File: config.mk
export PLATFORM = sky130hd
export DESIGN_NAME = fir_filter
export DESIGN_NICKNAME = d
export VERILOG_FILES = /design/src/common/fir_pkg.sv /design/src/rtl/axil_register_cu.sv /design/src/fir/fir_tap_memory.sv /design/src/fir/fir_filter_serial.sv /design/src/rtl/fir_filter.sv
export VERILOG_INCLUDE_DIRS = /design/src /design/src/common
export SDC_FILE = /design/constraint.sdc
export NUM_CORES = 1
export LEC_CHECK = 0
export BUFFER_PORTS_ARGS = -buffer_cell sky130_fd_sc_hd__buf_2
export CAP_MARGIN = 20
export CORE_MARGIN = 2
export CORE_UTILIZATION = 62
export CTS_CLUSTER_DIAMETER = 40
export DETAILED_ROUTE_END_ITERATION = 8
export PLACE_DENSITY = 0.91
export SLEW_MARGIN = 20
export SYNTH_ARGS = -nofsm -noshare
export SYNTH_HDL_FRONTEND = slang
export SYNTH_SLANG_ARGS = --single-unit
File: constraint.sdc
create_clock -name clock -period 9.53 [get_ports clock]
set_input_delay 1.906 -clock clock [delete_from_list [all_inputs] [get_ports clock]]
set_output_delay 1.906 -clock clock [all_outputs]
set_load 0.01 [all_outputs]
File: src/common/fir_settings.svh
// FIR filter settings

`ifndef FIR_SETTINGS_SVH
`define FIR_SETTINGS_SVH

// Sample and coefficient widths in bits
`define FIR_DATA_WIDTH 16
`define FIR_TAP_WIDTH 16

// Number of coefficient slots, and the index width that addresses them
`define FIR_MAX_N_TAPS 8
`define FIR_TAP_ADDR_WIDTH $clog2(`FIR_MAX_N_TAPS)

// Coefficients are fixed point with this many fraction bits
`define FIR_TAP_FRAC 15

// Product width plus three guard bits for the running sum
`define FIR_ACC_WIDTH (`FIR_DATA_WIDTH + `FIR_TAP_WIDTH + 3)

// Only these AXI4-Lite address bits take part in register decoding
`define FIR_ADDR_MASK 32'h0000_00FF

`endif

File: src/common/fir_pkg.sv
// FIR filter shared types

package fir_pkg;

    `include "fir_settings.svh"

    typedef enum logic [1:0] {
        OKAY   = 2'b00,
        SLVERR = 2'b10
    } axil_resp_e;

    // Master to slave half of the AXI4-Lite bus
    typedef struct packed {
        logic [31:0] awaddr;
        logic        awvalid;
        logic [31:0] wdata;
        logic [3:0]  wstrb;
        logic        wvalid;
        logic        bready;
        logic [31:0] araddr;
        logic        arvalid;
        logic        rready;
    } axil_req_t;

    // Slave to master half of the AXI4-Lite bus
    typedef struct packed {
        logic        awready;
        logic        wready;
        axil_resp_e  bresp;
        logic        bvalid;
        logic        arready;
        logic [31:0] rdata;
        axil_resp_e  rresp;
        logic        rvalid;
    } axil_rsp_t;

    typedef struct packed {
        logic signed [`FIR_DATA_WIDTH-1:0] data;
        logic                              valid;
    } stream_beat_t;

    // Register map as word index of the masked byte address
    typedef enum logic [5:0] {
        REG_N_TAPS   = 6'd0,
        REG_TAP_DATA = 6'd1,
        REG_TAP_ADDR = 6'd2
    } cfg_reg_e;

    typedef enum logic [1:0] {
        IDLE,
        MAC,
        EMIT
    } fir_state_e;

endpackage

File: src/rtl/axil_register_cu.sv
// AXI4-Lite configuration registers

`include "fir_settings.svh"

module axil_register_cu
    import fir_pkg::*;
(
    input  logic                            clock,
    input  logic                            arst_n,
    input  axil_req_t                       axil_req,
    output axil_rsp_t                       axil_rsp,
    output logic [31:0]                     n_taps,
    output logic [`FIR_TAP_WIDTH-1:0]       tap_data,
    output logic [`FIR_TAP_ADDR_WIDTH-1:0]  tap_addr,
    output logic                            tap_write
);

    localparam int TAP_WIDTH = `FIR_TAP_WIDTH;
    localparam int TAP_ADDR_WIDTH = `FIR_TAP_ADDR_WIDTH;

    logic [31:0] n_taps_q;
    logic [31:0] tap_data_q;
    logic [31:0] tap_addr_q;

    logic        bvalid_q;
    logic        rvalid_q;
    logic [31:0] rdata_q;

    logic        wr_accept;
    logic        rd_accept;
    cfg_reg_e    wr_reg;
    cfg_reg_e    rd_reg;
    logic [31:0] wr_addr;
    logic [31:0] rd_addr;

    // Merge new write data into a register one byte lane at a time
    function automatic logic [31:0] apply_strobe(
        input logic [31:0] old_value,
        input logic [31:0] new_value,
        input logic [3:0]  strobe
    );
        logic [31:0] merged;
        merged = old_value;
        for (int i = 0; i < 4; i++) begin
            if (strobe[i]) begin
                merged[8*i +: 8] = new_value[8*i +: 8];
            end
        end
        return merged;
    endfunction

    // Address and data are taken together, and only once the last response has gone
    assign wr_accept = axil_req.awvalid && axil_req.wvalid && !bvalid_q;
    assign rd_accept = axil_req.arvalid && !rvalid_q;

    assign wr_addr = axil_req.awaddr & `FIR_ADDR_MASK;
    assign rd_addr = axil_req.araddr & `FIR_ADDR_MASK;
    assign wr_reg  = cfg_reg_e'(wr_addr[7:2]);
    assign rd_reg  = cfg_reg_e'(rd_addr[7:2]);

    always_ff @(posedge clock or negedge arst_n) begin
        if (!arst_n) begin
            n_taps_q   <= 32'd1;
            tap_data_q <= '0;
            tap_addr_q <= '0;
            tap_write  <= 1'b0;
            bvalid_q   <= 1'b0;
        end else begin
            tap_write <= 1'b0;
            if (wr_accept) begin
                bvalid_q <= 1'b1;
                // Unmapped words take the write and drop it
                case (wr_reg)
                    REG_N_TAPS: begin
                        n_taps_q <= apply_strobe(n_taps_q, axil_req.wdata, axil_req.wstrb);
                    end
                    REG_TAP_DATA: begin
                        tap_data_q <= apply_strobe(tap_data_q, axil_req.wdata,
                                                   axil_req.wstrb);
                    end
                    REG_TAP_ADDR: begin
                        tap_addr_q <= apply_strobe(tap_addr_q, axil_req.wdata,
                                                   axil_req.wstrb);
                        tap_write  <= 1'b1;
                    end
                    default: begin
                    end
                endcase
            end else if (bvalid_q && axil_req.bready) begin
                bvalid_q <= 1'b0;
            end
        end
    end

    always_ff @(posedge clock or negedge arst_n) begin
        if (!arst_n) begin
            rvalid_q <= 1'b0;
        end else if (rd_accept) begin
            rvalid_q <= 1'b1;
        end else if (rvalid_q && axil_req.rready) begin
            rvalid_q <= 1'b0;
        end
    end

    always_ff @(posedge clock) begin
        if (rd_accept) begin
            case (rd_reg)
                REG_N_TAPS:   rdata_q <= n_taps_q;
                REG_TAP_DATA: rdata_q <= tap_data_q;
                REG_TAP_ADDR: rdata_q <= tap_addr_q;
                default:      rdata_q <= '0;
            endcase
        end
    end

    always_comb begin
        axil_rsp.awready = wr_accept;
        axil_rsp.wready  = wr_accept;
        axil_rsp.bresp   = OKAY;
        axil_rsp.bvalid  = bvalid_q;
        axil_rsp.arready = rd_accept;
        axil_rsp.rdata   = rdata_q;
        axil_rsp.rresp   = OKAY;
        axil_rsp.rvalid  = rvalid_q;
    end

    assign n_taps   = n_taps_q;
    assign tap_data = tap_data_q[TAP_WIDTH-1:0];
    assign tap_addr = tap_addr_q[TAP_ADDR_WIDTH-1:0];

endmodule

File: src/fir/fir_tap_memory.sv
// FIR coefficient memory

`include "fir_settings.svh"

module fir_tap_memory (
    input  logic                                clock,
    input  logic                                arst_n,
    input  logic                                tap_write,
    input  logic [`FIR_TAP_ADDR_WIDTH-1:0]      tap_addr,
    input  logic [`FIR_TAP_WIDTH-1:0]           tap_data,
    input  logic [`FIR_TAP_ADDR_WIDTH-1:0]      rd_index,
    output logic signed [`FIR_TAP_WIDTH-1:0]    rd_tap
);

    localparam int TAP_WIDTH = `FIR_TAP_WIDTH;
    localparam int MAX_N_TAPS = `FIR_MAX_N_TAPS;

    logic signed [TAP_WIDTH-1:0] taps [MAX_N_TAPS];

    // The register unit pulses tap_write once its address register holds the new slot
    always_ff @(posedge clock or negedge arst_n) begin
        if (!arst_n) begin
            for (int i = 0; i < MAX_N_TAPS; i++) begin
                taps[i] <= '0;
            end
        end else if (tap_write) begin
            taps[tap_addr] <= signed'(tap_data);
        end
    end

    // Combinational read so the MAC sees the coefficient in the same cycle as its index
    assign rd_tap = taps[rd_index];

endmodule

File: src/fir/fir_filter_serial.sv
// Serial FIR multiply-accumulate core

`include "fir_settings.svh"

module fir_filter_serial
    import fir_pkg::*;
(
    input  logic                                clock,
    input  logic                                arst_n,
    input  logic [31:0]                         n_taps,
    input  stream_beat_t                        in_beat,
    output logic                                in_ready,
    output stream_beat_t                        out_beat,
    input  logic                                out_ready,
    output logic [`FIR_TAP_ADDR_WIDTH-1:0]      rd_index,
    input  logic signed [`FIR_TAP_WIDTH-1:0]    rd_tap
);

    localparam int DATA_WIDTH = `FIR_DATA_WIDTH;
    localparam int TAP_WIDTH = `FIR_TAP_WIDTH;
    localparam int ACC_WIDTH = `FIR_ACC_WIDTH;
    localparam int MAX_N_TAPS = `FIR_MAX_N_TAPS;
    localparam int TAP_ADDR_WIDTH = `FIR_TAP_ADDR_WIDTH;
    localparam int TAP_FRAC = `FIR_TAP_FRAC;
    localparam int PROD_WIDTH = DATA_WIDTH + TAP_WIDTH;

    fir_state_e state;

    logic signed [DATA_WIDTH-1:0] delay_line [MAX_N_TAPS];
    logic signed [ACC_WIDTH-1:0]  acc;
    logic signed [ACC_WIDTH-1:0]  acc_scaled;
    logic signed [PROD_WIDTH-1:0] product;

    logic [TAP_ADDR_WIDTH-1:0] tap_idx;
    logic [TAP_ADDR_WIDTH:0]   eff_taps;
    logic [TAP_ADDR_WIDTH-1:0] last_idx;

    logic in_xfer;
    logic out_xfer;

    // Zero taps behaves as one, and anything past the memory depth uses all slots
    always_comb begin
        if (n_taps == 32'd0) begin
            eff_taps = (TAP_ADDR_WIDTH + 1)'(1);
        end else if (n_taps > MAX_N_TAPS) begin
            eff_taps = (TAP_ADDR_WIDTH + 1)'(MAX_N_TAPS);
        end else begin
            eff_taps = n_taps[TAP_ADDR_WIDTH:0];
        end
    end

    assign last_idx = TAP_ADDR_WIDTH'(eff_taps - 1'b1);

    assign in_ready = (state == IDLE);
    assign in_xfer  = in_ready && in_beat.valid;
    assign out_xfer = (state == EMIT) && out_ready;

    assign rd_index = tap_idx;
    assign product  = rd_tap * delay_line[tap_idx];

    always_ff @(posedge clock or negedge arst_n) begin
        if (!arst_n) begin
            state   <= IDLE;
            tap_idx <= '0;
        end else begin
            case (state)
                IDLE: begin
                    if (in_xfer) begin
                        tap_idx <= '0;
                        state   <= MAC;
                    end
                end
                MAC: begin
                    tap_idx <= tap_idx + 1'b1;
                    if (tap_idx == last_idx) begin
                        state <= EMIT;
                    end
                end
                EMIT: begin
                    if (out_xfer) begin
                        state <= IDLE;
                    end
                end
                default: state <= IDLE;
            endcase
        end
    end

    // New samples enter at position 0 and the oldest one falls off the end
    always_ff @(posedge clock or negedge arst_n) begin
        if (!arst_n) begin
            for (int i = 0; i < MAX_N_TAPS; i++) begin
                delay_line[i] <= '0;
            end
        end else if (in_xfer) begin
            delay_line[0] <= in_beat.data;
            for (int i = 1; i < MAX_N_TAPS; i++) begin
                delay_line[i] <= delay_line[i-1];
            end
        end
    end

    always_ff @(posedge clock) begin
        if (in_xfer) begin
            acc <= '0;
        end else if (state == MAC) begin
            acc <= acc + ACC_WIDTH'(product);
        end
    end

    // Drop the coefficient fraction bits, then keep the low sample bits with wrap
    assign acc_scaled = acc >>> TAP_FRAC;

    always_comb begin
        out_beat.data  = acc_scaled[DATA_WIDTH-1:0];
        out_beat.valid = (state == EMIT);
    end

endmodule

File: src/rtl/fir_filter.sv
// Configurable FIR filter top

`include "fir_settings.svh"

module fir_filter
    import fir_pkg::*;
(
    input  logic            clock,
    input  logic            arst_n,
    input  axil_req_t       cfg_req,
    output axil_rsp_t       cfg_rsp,
    input  stream_beat_t    in_beat,
    output logic            in_ready,
    output stream_beat_t    out_beat,
    input  logic            out_ready
);

    logic [31:0]                        n_taps;
    logic [`FIR_TAP_WIDTH-1:0]          tap_data;
    logic [`FIR_TAP_ADDR_WIDTH-1:0]     tap_addr;
    logic                               tap_write;
    logic [`FIR_TAP_ADDR_WIDTH-1:0]     rd_index;
    logic signed [`FIR_TAP_WIDTH-1:0]   rd_tap;

    axil_register_cu cu_inst (
        .clock     (clock),
        .arst_n    (arst_n),
        .axil_req  (cfg_req),
        .axil_rsp  (cfg_rsp),
        .n_taps    (n_taps),
        .tap_data  (tap_data),
        .tap_addr  (tap_addr),
        .tap_write (tap_write)
    );

    fir_tap_memory tap_memory_inst (
        .clock     (clock),
        .arst_n    (arst_n),
        .tap_write (tap_write),
        .tap_addr  (tap_addr),
        .tap_data  (tap_data),
        .rd_index  (rd_index),
        .rd_tap    (rd_tap)
    );

    // The core reads coefficients through the memory read port one tap per cycle
    fir_filter_serial core_inst (
        .clock     (clock),
        .arst_n    (arst_n),
        .n_taps    (n_taps),
        .in_beat   (in_beat),
        .in_ready  (in_ready),
        .out_beat  (out_beat),
        .out_ready (out_ready),
        .rd_index  (rd_index),
        .rd_tap    (rd_tap)
    );

endmodule

==> After elaboration in Yosys (flattened, before gate mapping) <==
Index checks and enable logic that the tools add are counted.
{ "word_totals": {"reg_bits": 427, "input_bits": 125, "output_inout_bits": 59, "elab_cells": 110} }
{ "classes": {"addsub": 3, "n_mul": 1, "n_lt_le_gt_ge": 4, "n_eq_ne": 10, "muxes": 24, "bitwise_logic": 2, "n_reduce_logical": 31} }
{ "ops": {"columns": ["cell", "count"], "rows": [
  ["$bwmux 128", 1],
  ["$bmux 16 s3", 2],
  ["$pmux 32 s3", 1],
  ["$mux 16", 5],
  ["$demux 16 s3", 1],
  ["$reduce_and 3->1", 13],
  ["$add 35x32->35", 1],
  ["$gt 32x4->1 const B", 1],
  ["$logic_not 32->1", 1],
  ["$mul 16x16->32", 1],
  ["$eq 6x1->1 const B", 2],
  ["$eq 6x2->1 const B", 2],
  ["$logic_not 6->1", 2],
  ["$mux 3", 3],
  ["$ge 4x4->1 const B", 2],
  ["$logic_and 1x1->1", 8],
  ["$not 3->4", 2],
  ["$mux 1", 6],
  ["$mux 2", 3],
  ["$pmux 2 s3", 1],
  ["$pmux 3 s2", 1],
  ["$reduce_bool 2->1", 3],
  ["$lt 4x1->1 const B", 1],
  ["$ne 2x1->1 const B", 2],
  ["other kinds (9)", 10]
]} }

==> Longest topological paths before layout <==
{ "logic_depth": {"ltp_word": 7, "depth_mapped": 30, "mapped_depth_nobuf": 25} }

==> Modules after synthesis <==
Synthesis repeated with hierarchy kept, for this count alone.
{ "unflattened": {"hier_cells": 2669, "area_unflattened_um2": 29657.2} }
{ "by_module_without_submodules": {"columns": ["mod", "instances", "cells_per_inst", "area_each_um2", "seq_area_each_um2"], "rows": [
  ["fir_filter_serial", 1, 1901, 17718.2, 3948.8],
  ["axil_register_cu", 1, 432, 6009.5, 3439.5],
  ["fir_tap_memory", 1, 336, 5929.4, 3203.1]
]} }

==> Worst setup path after synthesis <==
No wires, ideal clock.
{ "synth_timing": {"path_kind": "register -> register", "startpoint": "reg core_inst.tap_idx[0] (netlist: core_inst.rd_index[0])", "endpoint": "reg core_inst.acc[30]", "arrival_time_ns": 7.234, "t_required_ns": 9.404, "path_slack_ns": 2.169, "stages_incl_launch_ff": 27, "path_cell_list": "dfrtp_1 -> buf_6 -> buf_6 -> buf_2 -> buf_2 -> mux4_2 -> mux2_2 -> nand2_1 -> fa_1 -> inv_1 -> fa_1 -> fa_1 -> fa_1 -> fa_1 -> inv_1 -> fa_1 -> inv_1 -> ha_1 -> a21o_1 -> a31oi_1 -> o211ai_1 -> nor3_1 -> o21bai_1 -> a21o_1 -> a41o_1 -> xnor2_1 -> o21ai_1"} }
{ "synth_via": {"elab_chain_cells": 6, "elab_cells_between_ends": 9, "classes_between": "add/sub: 1; mul: 1; mux: 6; bitwise: 1"} }
{ "synth_rtl": {"columns": ["element", "line", "source"], "rows": [
  ["start: declaration", "fir_filter_serial.sv:34", "logic [TAP_ADDR_WIDTH-1:0] tap_idx;"],
  ["start signal: assignment", "fir_filter_serial.sv:74", "tap_idx <= tap_idx + 1'b1;"],
  ["$not 3->4 (not written as such) (*)", "fir_tap_memory.sv:32, fir_filter_serial.sv:59", null],
  ["$bmux 16 s3, on equally long branches", "fir_tap_memory.sv:32, fir_filter_serial.sv:59", null],
  ["$mux 16, on equally long branches (2 in series)", "fir_tap_memory.sv:32, fir_filter_serial.sv:59", null],
  ["$mul 16x16->32 (*)", "fir_filter_serial.sv:59", "assign product = rd_tap * delay_line[tap_idx];"],
  ["$add 35x32->35 (*)", "fir_filter_serial.sv:107", "acc <= acc + ACC_WIDTH'(product);"],
  ["end signal: assignment", "fir_filter_serial.sv:107", null],
  ["end: declaration", "fir_filter_serial.sv:30", "logic signed [ACC_WIDTH-1:0] acc;"]
]} }
Every way passes the cells marked *; elsewhere a longest branch is shown, timed or not. The select of a mux whose other input is x is not followed.
A chain may end at the register's enable or synchronous reset.

==> Worst setup path after layout <==
{ "layout_timing": {"startpoint": "reg core_inst.tap_idx[1] (netlist: core_inst.rd_index[1])", "endpoint": "reg core_inst.acc[29]"} }
The elaborated chain is that of the path after synthesis.

==> qor.csv <==
metric,value,unit
boundary pin count,184,
"Cell Area, Synth",28900,sq um
Routed Antenna Nets,0,
most numerous cell in the Yosys netlist,nand2_1,
status,"complete, no violations",
Critical Path Fanout Max,30,
adder-cell area share of the yosys netlist,23.9,%
Sw Share,41.3,%
Worst Setup End Kind,flop,
final setup fails,0,
first-pass GRT wire length,118,mm
Final period util,91.2,%
max frequency,115,MHz
total power,0.00767,W
slowest CP cell,dfrtp_2,
most frequent cells after synthesis,"nand2_1 (538), dfrtp_1 (359), inv_1 (334)",
CP arrival,9.18,ns
Die H,220,microns
DR WL/cell,21.5,microns
Clock Power Share,26.9,%
Syn Area/Cell,10.8,sq um
Area Growth Syn to Fin,10.0,%
Worst setup SP type,flop,
PD cells,241,nW/um^2
diodes inserted,0,
Worst path max stage delay,0.98,ns
synth top area cells,"dfrtp_1 (31%), fa_1 (20%), mux2_2 (9.6%)",
post-DP HPWL,49.3,mm
Slew HR,20.4,%
post-synthesis mux area share,16.7,%
Initial Util,62.4,%
hold_buf cts,0,
post-synthesis register bit count,423,
cell taking the most area after synthesis,dfrtp_1,
largest family of logic cells by synthesized area,adder cells,
Post-Syn Instances,2688,
Post-synth EDFFs,32,
sequential share of the synthesized area,36.6,%
"Hold Vio Cnt, Final",0,
initial antenna violation count,0,
Least-Margin Pin Slew,1.16,ns
vias per inst,6.03,
H-Tree Depth,2,
Post-synth top flop,dfrtp_1,
Tmin final,8.69,ns
Die Wd,220,microns
"Distinct cells, synth",60,
final wirelength,73.2,mm
postcts setup bufs,0,
Comb pwr share,41.6,%
CTS root buf,clkbuf_16,
Post-CTS Resized,0,
Detailed Route Iter0 Violations,1702,
min-delay worst type,flop to flop,
Final Net Count,3265,
Num CTS Buffers,52,
Site Rows,79,
setup TNS,0,ns
clock-pin slew on the worst setup and hold paths,0.06,ns
vias after detailed routing,20539,
core area,46400,sq um
Clock Sink Count,423,
crit path kind,flop to flop,
XOR/XNOR Fraction of Synth Area,1.39,%
Total Routing Usage GR,31.7,%
Fillers,2804,
Final Max Slew Viols,0,
Lkg Pwr,16.2,nW
Flop pwr share,31.5,%
Compound-Gate Fraction of Synth Area,2.87,%
CTS Buffer Depth,3,
layout cells sized above 1,21.1,%
Yosys warning count,0,
vias in the first global route,22723,
pin count of the biggest net entering global routing,133,
async set-reset flop share out of synthesis,85.1,%
die area,48400,sq um
Fin Hold WS,0.475,ns
top-area cell type share of the netlist area,31.0,%
WP data required,10.02,ns
I/O Buffers,127,
crit-path cells,"buf_4, mux4_2, mux2i_1, nor2_1, fa_1, inv_1, fa_1, fa_1, fa_1, inv_1, fa_1, inv_1, fa_1, inv_1, ha_1, o21a_1, o21ai_1, nor2_1, a311o_1, a221oi_1, o21ai_1, nand4b_1, o211ai_1",
internal power,0.00450,W
Overflow after GRT,0,
worst clock skew,0.0413,ns
Max-Cap Viols,0,
CTS tree,yes,
Synth Area in Simple Gates,11.8,%
RSZ-0062 raised after global routing,no,
Max VDD drop,0.202,mV
1st-pass router iterations,6,
NetSw,0.00317,W
"Top cell by count, worst path",fa_1,
RD Place Congestion,0.950,
Skew-Pair Late Insertion Delay,0.63,ns
DR DRC count,0,
[cells by family (layout without fill, tap and decap cells)]
group / after synthesis / in the layout
xor+xnor: 46 / 46
flops: 423 / 423
buf+inv: 486 / 594
compound gates: 139 / 139
other cells: 1 / 4
fa+ha+maj: 382 / 382
simple gates: 842 / 842
mux: 369 / 369
[power groups by stage]
stage                     logic, W  registers, W  clock network [W]
after floorplan            0.00239       0.00228                  0
after global placement     0.00293       0.00240                  0
after detailed placement   0.00310       0.00243                  0
after CTS                  0.00314       0.00241            0.00208
after global routing       0.00353       0.00245            0.00215
final                      0.00319       0.00241            0.00206
[through the flow]
stage | area, sq um | util, % | worst slack [ns] | instances
floorplan | 29000 | - | 2.17 | 2691
global placement | 30000 | 64.6 | 1.18 | 3306
detailed placement | 30000 | 64.7 | 0.995 | 3307
CTS | 31800 | 68.5 | 0.961 | 3402
global route | 31800 | 68.7 | 0.615 | 3406
finish | 31800 | 68.7 | 0.840 | 3406
[registers in the layout, summed over array words and instances, names as in the netlist, 2 cells and up]
| name | count |
|---|---|
| core_inst.state | 2 |
| cu_inst.rdata_q | 32 |
| tap_memory_inst.taps | 128 |
| core_inst.rd_index | 3 |
| core_inst.acc | 31 |
| cu_inst.tap_addr_q | 32 |
| cu_inst.n_taps | 32 |
| cu_inst.tap_data_q | 32 |
| core_inst.delay_line | 128 |
[critical path: cells and delay by family (launching register included)]
kind | cells | cell delay (ns)
simple gates | 3 | 0.43
flops | 1 | 0.98
buf+inv | 5 | 0.68
compound gates | 6 | 1.96
fa+ha+maj | 7 | 3.22
mux | 2 | 1.28
[layer usage]
layer,share of wire (%),vias up,track usage [%]
met5,0,-,0
met1,36,10359,38.1
li1,-,8714,-
met3,8.6,309,6.61
met4,5.8,0,17.9
met2,50,1157,53.4
[worst paths after layout]
| kind | from | to | slack (ns) | cells after the start |
|---|---|---|---|---|
| worst max-delay path | core_inst.rd_index[1]$_DFFE_PN0P_ | core_inst.acc[29]$_SDFFE_PP0P_ | 0.84 | 23 |
| worst min-delay path | core_inst.acc[2]$_SDFFE_PP0P_ | core_inst.acc[2]$_SDFFE_PP0P_ | 0.47 | 2 |
| worst max register to register | core_inst.rd_index[1]$_DFFE_PN0P_ | core_inst.acc[29]$_SDFFE_PP0P_ | 0.84 | 23 |
| worst min register to register | core_inst.acc[2]$_SDFFE_PP0P_ | core_inst.acc[2]$_SDFFE_PP0P_ | 0.47 | 2 |
| max in group asynchronous | arst_n | core_inst.delay_line[26]$_DFFE_PN0P_ | 6.67 | 2 |
| min in group asynchronous | arst_n | cu_inst.n_taps[31]$_DFFE_PN0P_ | 1.40 | 1 |
[cell usage in the layout, fill, tap and decap left out, types with 5 or more instances in the layout]
| master | synthesis | layout |
|---|---|---|
| nand2_1 | 538 | 537 |
| dfrtp_1 | 359 | 356 |
| inv_1 | 334 | 334 |
| fa_1 | 285 | 285 |
| mux2_2 | 246 | 246 |
| nor2_1 | 200 | 200 |
| buf_2 | 11 | 126 |
| ha_1 | 97 | 97 |
| mux4_2 | 64 | 64 |
| mux2i_1 | 55 | 54 |
| a21oi_1 | 53 | 53 |
| clkbuf_16 | 0 | 52 |
| edfxtp_1 | 32 | 32 |
| dfxtp_1 | 31 | 31 |
| xnor2_1 | 30 | 30 |
| o21ai_0 | 29 | 29 |
| buf_4 | 26 | 27 |
| nand3_1 | 23 | 23 |
| nand2b_1 | 18 | 17 |
| xor2_1 | 16 | 16 |
| inv_6 | 0 | 12 |
| nor4_1 | 10 | 10 |
| o21ai_1 | 10 | 10 |
| nor3_1 | 11 | 9 |
| a21o_1 | 9 | 9 |
| nor2b_1 | 10 | 8 |
| o21bai_1 | 8 | 8 |
| clkinv_2 | 0 | 6 |
| inv_2 | 5 | 5 |
| nand4b_1 | 5 | 5 |
| a31oi_1 | 5 | 5 |
| o211ai_1 | 5 | 5 |
| bufinv_16 | 0 | 5 |
| clkinv_4 | 0 | 5 |
[layout make-up]
cell class | instances | area (sq um) | area share, %
sequential | 423 | 10600 | 33.3
multi-input combinational | 1782 | 16500 | 51.7
clock buffer | 59 | 1360 | 4.26
tap | 607 | 759 | 2.38
clock inverter | 36 | 444 | 1.39
timing repair buffer | 160 | 936 | 2.94
inverter | 339 | 1270 | 4.00
No activity file was read; power rests on OpenSTA's default activity.
